File: src/verilog/burst_split_pkg.sv
// AXI read burst splitter package with bus widths, burst encodings and channel structs
package burst_split_pkg;

  // --------------------------------------------------
  // Bus widths
  // --------------------------------------------------
  localparam int ADDR_WIDTH = 32;
  localparam int DATA_WIDTH = 32;

  // AXI length field, beats minus one
  typedef logic [7:0] len_t;

  // AXI size field, log2 of bytes per beat
  typedef logic [2:0] size_t;

  // AXI burst type field
  typedef logic [1:0] burst_t;

  // --------------------------------------------------
  // Encodings
  // --------------------------------------------------
  localparam burst_t BURST_FIXED = 2'b00;
  localparam burst_t BURST_INCR  = 2'b01;

  // Normal access success
  localparam logic [1:0] RESP_OKAY = 2'b00;

  // --------------------------------------------------
  // Channel structs
  // --------------------------------------------------
  // Read address channel, 45 bits
  typedef struct packed {
    logic [ADDR_WIDTH-1:0] addr;
    len_t                  len;
    size_t                 size;
    burst_t                burst;
  } ar_chan_t;

  // Read data channel, 35 bits
  typedef struct packed {
    logic [DATA_WIDTH-1:0] data;
    logic [1:0]            resp;
    logic                  last;
  } r_chan_t;

  // One record per downstream sub-burst
  // final_chunk marks the chunk that closes the original burst
  typedef struct packed {
    logic final_chunk;
    len_t len;
  } sub_burst_t;

endpackage

File: src/verilog/ar_splitter.sv
// AR splitter that cuts upstream read bursts into limited sub-bursts and records each one
`timescale 1ns/1ps

module ar_splitter import burst_split_pkg::*; (
  input  logic       clk_i,
  input  logic       reset_i,
  input  len_t       len_limit_i,
  // Upstream AR
  input  ar_chan_t   ar_i,
  input  logic       ar_valid_i,
  output logic       ar_ready_o,
  // Downstream AR
  output ar_chan_t   ar_o,
  output logic       ar_valid_o,
  input  logic       ar_ready_i,
  // Sub-burst record towards the FIFO
  output sub_burst_t rec_o,
  output logic       rec_valid_o,
  input  logic       rec_ready_i
);

  typedef enum logic {
    ST_IDLE,
    ST_SPLIT
  } state_e;

  state_e     state_q, state_d;
  // Stored request, address advanced after every chunk
  ar_chan_t   ar_q, ar_d;
  // Beats of the original burst still to be requested
  logic [8:0] beats_q, beats_d;

  // Beats per full chunk
  logic [8:0] max_beats;
  // Beats of the incoming burst
  logic [8:0] total_beats;
  logic [8:0] beats_m1;
  logic       last_chunk;
  len_t       chunk_len;
  logic       chunk_xfer;

  // Address step for one full chunk
  function automatic logic [ADDR_WIDTH-1:0] chunk_step(size_t size, logic [8:0] beats);
    logic [ADDR_WIDTH-1:0] step;
    step = ADDR_WIDTH'(beats) << size;
    return step;
  endfunction

  assign max_beats   = {1'b0, len_limit_i} + 9'd1;
  assign total_beats = {1'b0, ar_i.len} + 9'd1;

  // Remainder chunk once the rest fits into one chunk
  assign beats_m1   = beats_q - 9'd1;
  assign last_chunk = (beats_q <= max_beats);
  assign chunk_len  = last_chunk ? beats_m1[7:0] : len_limit_i;

  // --------------------------------------------------
  // Chunk FSM
  // --------------------------------------------------
  always_comb begin
    state_d           = state_q;
    ar_d              = ar_q;
    beats_d           = beats_q;
    ar_o              = ar_q;
    ar_valid_o        = 1'b0;
    ar_ready_o        = 1'b0;
    rec_o.final_chunk = 1'b0;
    rec_o.len         = len_limit_i;
    chunk_xfer        = 1'b0;

    case (state_q)
      ST_IDLE: begin
        ar_o = ar_i;
        // Nothing is offered downstream unless the FIFO can take its record
        ar_valid_o = ar_valid_i & rec_ready_i;
        if (ar_i.len <= len_limit_i) begin
          // Short burst, fed through as one final chunk
          rec_o.final_chunk = 1'b1;
          rec_o.len         = ar_i.len;
          chunk_xfer        = ar_valid_o & ar_ready_i;
          ar_ready_o        = chunk_xfer;
        end else begin
          // Long burst, capture it and offer the first full chunk right away
          ar_o.len   = len_limit_i;
          chunk_xfer = ar_valid_o & ar_ready_i;
          ar_ready_o = ar_valid_o;
          if (ar_valid_o) begin
            ar_d    = ar_i;
            beats_d = total_beats;
            state_d = ST_SPLIT;
            if (chunk_xfer) begin
              beats_d = total_beats - max_beats;
              if (ar_i.burst == BURST_INCR) begin
                ar_d.addr = ar_i.addr + chunk_step(ar_i.size, max_beats);
              end
            end
          end
        end
      end

      ST_SPLIT: begin
        ar_o.len          = chunk_len;
        rec_o.final_chunk = last_chunk;
        rec_o.len         = chunk_len;
        ar_valid_o        = rec_ready_i;
        chunk_xfer        = ar_valid_o & ar_ready_i;
        if (chunk_xfer) begin
          if (last_chunk) begin
            state_d = ST_IDLE;
          end else begin
            beats_d = beats_q - max_beats;
            // FIXED bursts keep the same address on every chunk
            if (ar_q.burst == BURST_INCR) begin
              ar_d.addr = ar_q.addr + chunk_step(ar_q.size, max_beats);
            end
          end
        end
      end
    endcase
  end

  // One record for every chunk taken downstream
  assign rec_valid_o = chunk_xfer;

  // --------------------------------------------------
  // Registers
  // --------------------------------------------------
  always_ff @(posedge clk_i) begin
    if (reset_i) begin
      state_q <= ST_IDLE;
      beats_q <= 9'd0;
    end else begin
      state_q <= state_d;
      beats_q <= beats_d;
    end
  end

  always_ff @(posedge clk_i) begin
    ar_q <= ar_d;
  end

  // --------------------------------------------------
  // Assertions
  // --------------------------------------------------
  // No chunk may exceed the programmed limit
  assert property (@(posedge clk_i) disable iff (reset_i)
    ar_valid_o |-> ar_o.len <= len_limit_i)
    else $error("AR chunk longer than the length limit");

  // An offered chunk stays put until taken, FIFO room cannot vanish meanwhile
  assert property (@(posedge clk_i) disable iff (reset_i)
    ar_valid_o && !ar_ready_i |=> ar_valid_o && $stable(ar_o))
    else $error("AR chunk withdrawn or changed before transfer");

endmodule

File: src/verilog/sub_burst_fifo.sv
// In-order FIFO of outstanding sub-burst records between AR splitter and R rebuilder
`timescale 1ns/1ps

module sub_burst_fifo import burst_split_pkg::*; #(
  parameter int DEPTH = 4
) (
  input  logic       clk_i,
  input  logic       reset_i,
  // Write side
  input  sub_burst_t push_i,
  input  logic       push_valid_i,
  output logic       push_ready_o,
  // Read side
  output sub_burst_t pop_o,
  output logic       pop_valid_o,
  input  logic       pop_ready_i
);

  localparam int PTR_W = (DEPTH > 1) ? $clog2(DEPTH) : 1;
  localparam int CNT_W = $clog2(DEPTH + 1);

  // Record storage
  sub_burst_t mem_q [DEPTH];

  logic [PTR_W-1:0] wr_ptr_q;
  logic [PTR_W-1:0] rd_ptr_q;
  logic [CNT_W-1:0] count_q;

  logic push;
  logic pop;

  // Flags come from the count only, so no path from pop to push
  assign push_ready_o = (count_q != CNT_W'(DEPTH));
  assign pop_valid_o  = (count_q != '0);
  assign pop_o        = mem_q[rd_ptr_q];

  assign push = push_valid_i & push_ready_o;
  assign pop  = pop_ready_i & pop_valid_o;

  // Pointer and occupancy
  always_ff @(posedge clk_i) begin
    if (reset_i) begin
      wr_ptr_q <= '0;
      rd_ptr_q <= '0;
      count_q  <= '0;
    end else begin
      if (push) begin
        // Wrap at the last slot, depth need not be a power of two
        wr_ptr_q <= (wr_ptr_q == PTR_W'(DEPTH - 1)) ? '0 : wr_ptr_q + 1'b1;
      end
      if (pop) begin
        rd_ptr_q <= (rd_ptr_q == PTR_W'(DEPTH - 1)) ? '0 : rd_ptr_q + 1'b1;
      end
      // Simultaneous push and pop leaves the count alone
      if (push && !pop) begin
        count_q <= count_q + 1'b1;
      end else if (pop && !push) begin
        count_q <= count_q - 1'b1;
      end
    end
  end

  // Storage write
  always_ff @(posedge clk_i) begin
    if (push) begin
      mem_q[wr_ptr_q] <= push_i;
    end
  end

  // --------------------------------------------------
  // Assertions
  // --------------------------------------------------
  // Splitter only pushes with room left
  assert property (@(posedge clk_i) disable iff (reset_i)
    push_valid_i |-> push_ready_o)
    else $error("Sub-burst FIFO pushed while full");

  // Rebuilder only pops a record it has seen
  assert property (@(posedge clk_i) disable iff (reset_i)
    pop_ready_i |-> pop_valid_o)
    else $error("Sub-burst FIFO popped while empty");

endmodule

File: src/verilog/r_last_rebuild.sv
// R last rebuilder that counts beats per sub-burst and raises upstream last on the final one
`timescale 1ns/1ps

module r_last_rebuild import burst_split_pkg::*; (
  input  logic       clk_i,
  input  logic       reset_i,
  // Downstream R
  input  r_chan_t    m_r_i,
  input  logic       m_r_valid_i,
  output logic       m_r_ready_o,
  // Upstream R
  output r_chan_t    s_r_o,
  output logic       s_r_valid_o,
  input  logic       s_r_ready_i,
  // Head record of the sub-burst FIFO
  input  sub_burst_t rec_i,
  input  logic       rec_valid_i,
  output logic       rec_ready_o
);

  // Beat index inside the head sub-burst
  len_t beat_cnt_q;

  // Current beat closes the head sub-burst
  logic chunk_end;
  // Beat moves upstream this cycle
  logic beat_xfer;

  // --------------------------------------------------
  // End detection
  // --------------------------------------------------
  // Counted against the record, downstream last is not trusted here
  assign chunk_end = (beat_cnt_q == rec_i.len);

  // --------------------------------------------------
  // Handshake
  // --------------------------------------------------
  // Beats only flow while a record is known
  assign s_r_valid_o = m_r_valid_i & rec_valid_i;

  // Upstream stall holds the downstream beat in the same cycle
  assign m_r_ready_o = s_r_ready_i & rec_valid_i;

  assign beat_xfer = m_r_valid_i & m_r_ready_o;

  // Pop on the last beat of every sub-burst
  assign rec_ready_o = beat_xfer & chunk_end;

  // --------------------------------------------------
  // Payload
  // --------------------------------------------------
  always_comb begin
    s_r_o.data = m_r_i.data;
    s_r_o.resp = m_r_i.resp;
    // Intermediate chunk ends stay hidden from upstream
    s_r_o.last = chunk_end & rec_i.final_chunk;
  end

  // --------------------------------------------------
  // Beat counter
  // --------------------------------------------------
  always_ff @(posedge clk_i) begin
    if (reset_i) begin
      beat_cnt_q <= '0;
    end else if (beat_xfer) begin
      if (chunk_end) begin
        // Next beat starts a fresh sub-burst
        beat_cnt_q <= '0;
      end else begin
        beat_cnt_q <= beat_cnt_q + 1'b1;
      end
    end
  end

  // --------------------------------------------------
  // Assertions
  // --------------------------------------------------
  // Slave last must match the length the splitter requested
  assert property (@(posedge clk_i) disable iff (reset_i)
    m_r_valid_i && rec_valid_i |-> m_r_i.last == chunk_end)
    else $error("Downstream R last disagrees with sub-burst length");

  // A downstream beat never shows up without an outstanding sub-burst
  assert property (@(posedge clk_i) disable iff (reset_i)
    m_r_valid_i |-> rec_valid_i)
    else $error("Downstream R beat with no sub-burst outstanding");

endmodule

File: src/verilog/burst_splitter_top.sv
// AXI read burst splitter top joining AR splitter, sub-burst FIFO and R last rebuilder
`timescale 1ns/1ps

module burst_splitter_top import burst_split_pkg::*; #(
  // Sub-bursts outstanding at once
  parameter int MAX_TXNS = 4
) (
  input  logic     clk_i,
  input  logic     reset_i,
  // Beats per chunk minus one, changed only while idle
  input  len_t     len_limit_i,
  // Upstream AR
  input  ar_chan_t s_ar_i,
  input  logic     s_ar_valid_i,
  output logic     s_ar_ready_o,
  // Downstream AR
  output ar_chan_t m_ar_o,
  output logic     m_ar_valid_o,
  input  logic     m_ar_ready_i,
  // Downstream R
  input  r_chan_t  m_r_i,
  input  logic     m_r_valid_i,
  output logic     m_r_ready_o,
  // Upstream R
  output r_chan_t  s_r_o,
  output logic     s_r_valid_o,
  input  logic     s_r_ready_i
);

  // --------------------------------------------------
  // Record path
  // --------------------------------------------------
  // Splitter to FIFO
  sub_burst_t push_rec;
  logic       push_valid;
  logic       push_ready;

  // FIFO head to rebuilder
  sub_burst_t head_rec;
  logic       head_valid;
  logic       head_ready;

  // Producer, one record per downstream chunk
  ar_splitter u_ar_splitter (
    .clk_i       (clk_i),
    .reset_i     (reset_i),
    .len_limit_i (len_limit_i),
    .ar_i        (s_ar_i),
    .ar_valid_i  (s_ar_valid_i),
    .ar_ready_o  (s_ar_ready_o),
    .ar_o        (m_ar_o),
    .ar_valid_o  (m_ar_valid_o),
    .ar_ready_i  (m_ar_ready_i),
    .rec_o       (push_rec),
    .rec_valid_o (push_valid),
    .rec_ready_i (push_ready)
  );

  // Buffer, responses come back in request order
  sub_burst_fifo #(
    .DEPTH (MAX_TXNS)
  ) u_sub_burst_fifo (
    .clk_i        (clk_i),
    .reset_i      (reset_i),
    .push_i       (push_rec),
    .push_valid_i (push_valid),
    .push_ready_o (push_ready),
    .pop_o        (head_rec),
    .pop_valid_o  (head_valid),
    .pop_ready_i  (head_ready)
  );

  // Consumer, restores last of the original burst
  r_last_rebuild u_r_last_rebuild (
    .clk_i       (clk_i),
    .reset_i     (reset_i),
    .m_r_i       (m_r_i),
    .m_r_valid_i (m_r_valid_i),
    .m_r_ready_o (m_r_ready_o),
    .s_r_o       (s_r_o),
    .s_r_valid_o (s_r_valid_o),
    .s_r_ready_i (s_r_ready_i),
    .rec_i       (head_rec),
    .rec_valid_i (head_valid),
    .rec_ready_o (head_ready)
  );

endmodule

File: config.mk
export PLATFORM = sky130hd
export DESIGN_NAME = burst_splitter_top
export DESIGN_NICKNAME = d
export VERILOG_FILES = /design/src/verilog/burst_split_pkg.sv /design/src/verilog/ar_splitter.sv /design/src/verilog/sub_burst_fifo.sv /design/src/verilog/r_last_rebuild.sv /design/src/verilog/burst_splitter_top.sv
export SDC_FILE = /design/constraint.sdc
export NUM_CORES = 1
export LEC_CHECK = 0
export BUFFER_PORTS_ARGS = -buffer_cell sky130_fd_sc_hd__buf_2
export CORE_MARGIN = 2
export CORE_UTILIZATION = 45
export CTS_BUF_LIST = sky130_fd_sc_hd__clkbuf_2
export DETAILED_ROUTE_END_ITERATION = 10
export PLACE_DENSITY = 0.66
export SYNTH_ARGS = -nofsm -noshare
export SYNTH_HDL_FRONTEND = slang
export SYNTH_SLANG_ARGS = --single-unit
File: constraint.sdc
create_clock -name clk_i -period 4.71 [get_ports clk_i]
set_input_delay 0.471 -clock clk_i [delete_from_list [all_inputs] [get_ports clk_i]]
set_output_delay 0.471 -clock clk_i [all_outputs]
set_load 0.05 [all_outputs]
==> results by group <==
Clocking
  – TritonCTS buffer count: 9
  – Clock root buffer: clkbuf_2
  – CTS tree: built
  – # clock sinks: 100
  – Clock-pin slew on the worst setup and hold paths: 0.33 ns
  – Worst-Skew Late Latency: 0.66 ns
  – Setup bufs post-CTS: 0
  – # H-tree levels: 3
  – Clk buf depth: 2

Power
  – Sw frac: 43.2%
  – Pwr dens: 285 mW/mm^2
  – Psw: 0.00121 W
  – Sequential share of power: 39.4%
  – Comb power frac: 44.6%
  – Final Power: 0.00279 W
  – Int Pwr: 0.00159 W
  – Peak supply drop: 121 uV
  – Pleak: 3.93 nW
  – Clock network power share: 16.0%

Floorplan
  – IO Pins: 178
  – Die span in y: 146 um
  – Cell Rows: 52
  – Die W: 146 um
  – Initial Util: 45.4%
  – Total die area: 0.0214 sq mm
  – Core footprint: 0.0200 sq mm

Finish
  – Final instance area: 0.00979 sq mm
  – Share of cells above drive strength 1: 18.9%
  – Fin nets: 1240
  – Area grow syn2layout: 7.57%

Placed design
  – Port bufs: 108
  – Post-DP HPWL: 17600 um
  – Post-Place Cell Area: 0.00966 sq mm
  – Gp weighted congestion: 0.881

Setup path
  – Critical path capture point type: output port
  – Critical path class: input port to output port
  – Reg2reg start: u_ar_splitter.ar_q[2]
  – Worst R2R Setup Slack: 0.66 ns
  – CP Max Fanout: 8
  – Start point of the critical path: len_limit_i[0]
  – Worst Path Required: 4.24 ns
  – Startpoint Class: input port
  – Critical R2R Capture: u_ar_splitter.ar_q[30]
  – Cells on worst reg2reg path: 15
  – Data arrival, critical path: 3.70 ns

Global route
  – First-pass GRT wire length: 37700 um
  – Grt total ovfl: 0
  – Vias in the first global route: 7190
  – Total Routing Usage GR: 21.8%
  – Pin count of the biggest net entering global routing: 64
  – Antenna violations before repair: 2

Timing
  – Final min period: 4.17 ns
  – Fmax: 0.240 GHz
  – Pins Over Slew Limit: 0
  – Worst Hold Slack: 0.170 ns
  – Final setup violation count: 0
  – Worst slew pin tran: 0.823 ns
  – Unrepaired setup endpoints after global routing: false
  – Slew HR: 45.1%
  – Skew final: 0.0307 ns
  – Final Cycle Share: 88.6%
  – Total negative slack: 0 ns
  – Final count of hold timing violations: 0

Routing
  – DR iter-0 viols: 428
  – Drt drc: 0
  – Via density: 5.67
  – WL final: 23700 um
  – Drt pass-1 iters: 4
  – Post-route ant nets: 0
  – Wire per inst: 17.6 um
  – Detailed-route via count: 7637

Yosys
  – Number of flops mapped to enable cells by yosys: 73
  – Cells after Synth: 1013
  – Most used DFF post-synth: edfxtp_1
  – Ys Warns: 0
  – Register area share after synthesis: 30.0%
  – Yosys reg bits: 100
  – Synth Area per Inst: 8.99 sq um
  – Post-Synth Adder-Cell Area: 10.7%
  – Largest family of logic cells by synthesized area: compound AO/OA/AOI/OAI gates
  – XOR/XNOR share of the synthesized area: 10.1%
  – Mux contribution to synthesized area: 9.74%
  – Simple-gate area share of the yosys netlist: 15.1%
  – Post-synth net total: 1182
  – Post-synth cell types: 67
  – Compound-Gate Fraction of Synth Area: 17.3%
  – Post-synth ARST share: 0%
  – Cell Area, Synth: 0.00910 sq mm

Hold path
  – Worst hold endpoint: u_ar_splitter.ar_q[27]
  – Hold_sp: s_ar_i[27]
  – Hold Crit Class: input port to flop
  – WHS Path Cells: 3

Flow run
  – Max cap viols: 0

Status
  – Status: completed
[cell families (layout without fill, tap and decap cells)]
group	count (synthesis)	after routing
and+or+nand+nor	299	299
AOI/OAI and AO/OA	237	237
buffers and inverters	124	187
xor gates and xnor gates	105	105
DFF	100	100
adders and majority gates	75	75
muxes	73	73
other	0	1
[how the worst max path moves through the flow]
stage	endpoint	slack (ns)
3_3_place_gp	u_ar_splitter.ar_q[41]	0.26
2_1_floorplan	u_ar_splitter.ar_q[37]	0.91
3_5_place_dp	u_ar_splitter.ar_q[37]	0.20
4_1_cts	m_ar_o[9]	0.61
6_report	m_ar_o[9]	0.54
5_1_grt	u_ar_splitter.ar_q[36]	0.27
[synthesized netlist by cell type, types with 10 or more instances]
| cell type | number | area, sq um |
|---|---|---|
| nor2_1 | 107 | 402 |
| nand2_1 | 83 | 312 |
| edfxtp_1 | 73 | 2190 |
| xnor2_1 | 71 | 622 |
| ha_1 | 70 | 876 |
| a21oi_1 | 68 | 340 |
| o21ai_0 | 44 | 220 |
| buf_4 | 43 | 323 |
| inv_1 | 40 | 150 |
| mux2_2 | 35 | 394 |
| xor2_1 | 34 | 298 |
| mux2i_1 | 29 | 290 |
| o22ai_1 | 28 | 175 |
| dfxtp_1 | 27 | 541 |
| clkbuf_1 | 26 | 97.6 |
| nand3_1 | 22 | 110 |
| nor3_1 | 17 | 85.1 |
| nor2b_1 | 16 | 100 |
| a21o_1 | 15 | 113 |
| and3_1 | 14 | 87.6 |
| o21a_1 | 10 | 75.1 |
[worst max-delay path, stage by stage]
cell and delay (ns):
buf_2 0.13, ha_1 0.24, xor2_1 0.35, inv_1 0.17, ha_1 0.39, o21ai_0 0.14
a21oi_1 0.32, o21ai_0 0.13, a22oi_1 0.15, buf_4 0.18, nor2_1 0.05, nor2_1 0.16
buf_4 0.19, a221o_1 0.29, buf_2 0.32
[power by group through the flow]
stage          clock (W)  combinational (W)  sequential (W)
6_report        0.000448            0.00124         0.00110
5_1_grt         0.000491            0.00136         0.00111
4_1_cts         0.000466            0.00124         0.00110
3_5_place_dp           0            0.00123         0.00112
3_3_place_gp           0            0.00122         0.00111
2_1_floorplan          0            0.00104         0.00109
[cell usage in the layout (no fill, tap or decap), drive strengths merged, types with 6 or more instances in the layout]
cell type  Yosys  final
edfxtp        73     73
xnor2         71     71
o22ai         28     28
dfxtp         27     27
and2           7      7
nor3          19     19
nand3         22     22
a21oi         69     69
a211oi        12     12
nand4          9      9
xor2          34     34
ha            70     70
nor2b         16     16
o211ai         6      6
inv           41     46
o21a          10     10
mux2i         29     29
nor2         107    107
a21o          15     15
mux2          35     35
and3          14     14
a221o          9      9
buf           55    126
mux4           9      9
o21ai         51     51
nand2         83     83
clkbuf        26      9
[cell type report]
type | count | area [sq um]
clock inverters | 7 | 68.8
clock buffers | 9 | 45.0
fillers | 1953 | 10200
multi-input cells | 789 | 5740
repair buffers | 128 | 708
inverters | 43 | 161
flip-flops and latches | 100 | 2730
well taps | 270 | 338
diodes | 1 | 2.50
[stage by stage]
step | util (%) | worst slack, ns | instances
floorplan | - | 0.909 | 1013
global placement | 48.2 | 0.258 | 1328
detailed placement | 48.2 | 0.198 | 1328
CTS | 48.9 | 0.614 | 1346
global route | 48.9 | 0.267 | 1347
finish | 48.9 | 0.537 | 1347
[metal layers]
layer	vias up	GRT usage, %	wire length [um]
met1	3644	30.3	11000
met5	-	0	7
met3	22	2.94	1180
li1	3767	-	-
met2	202	36.2	11200
met4	2	5.58	261
[repair_timing]
| item | 4_1_cts | 5_1_grt |
|---|---|---|
| resized for setup | 0 | 0 |
| hold buffers | 2 | 0 |
| endpoints found under the hold margin | 2 | 0 |
[registers in the layout, indices dropped and copies added (netlist names), named ones only]
name and flops:
u_sub_burst_fifo.rd_ptr_q 2, u_r_last_rebuild.beat_cnt_q 8, u_sub_burst_fifo.count_q 3, u_ar_splitter.ar_q 37, u_ar_splitter.state_q 1, u_sub_burst_fifo.mem_q 36
u_ar_splitter.beats_q 9, u_sub_burst_fifo.wr_ptr_q 2
(Power assumes the default switching activity.)
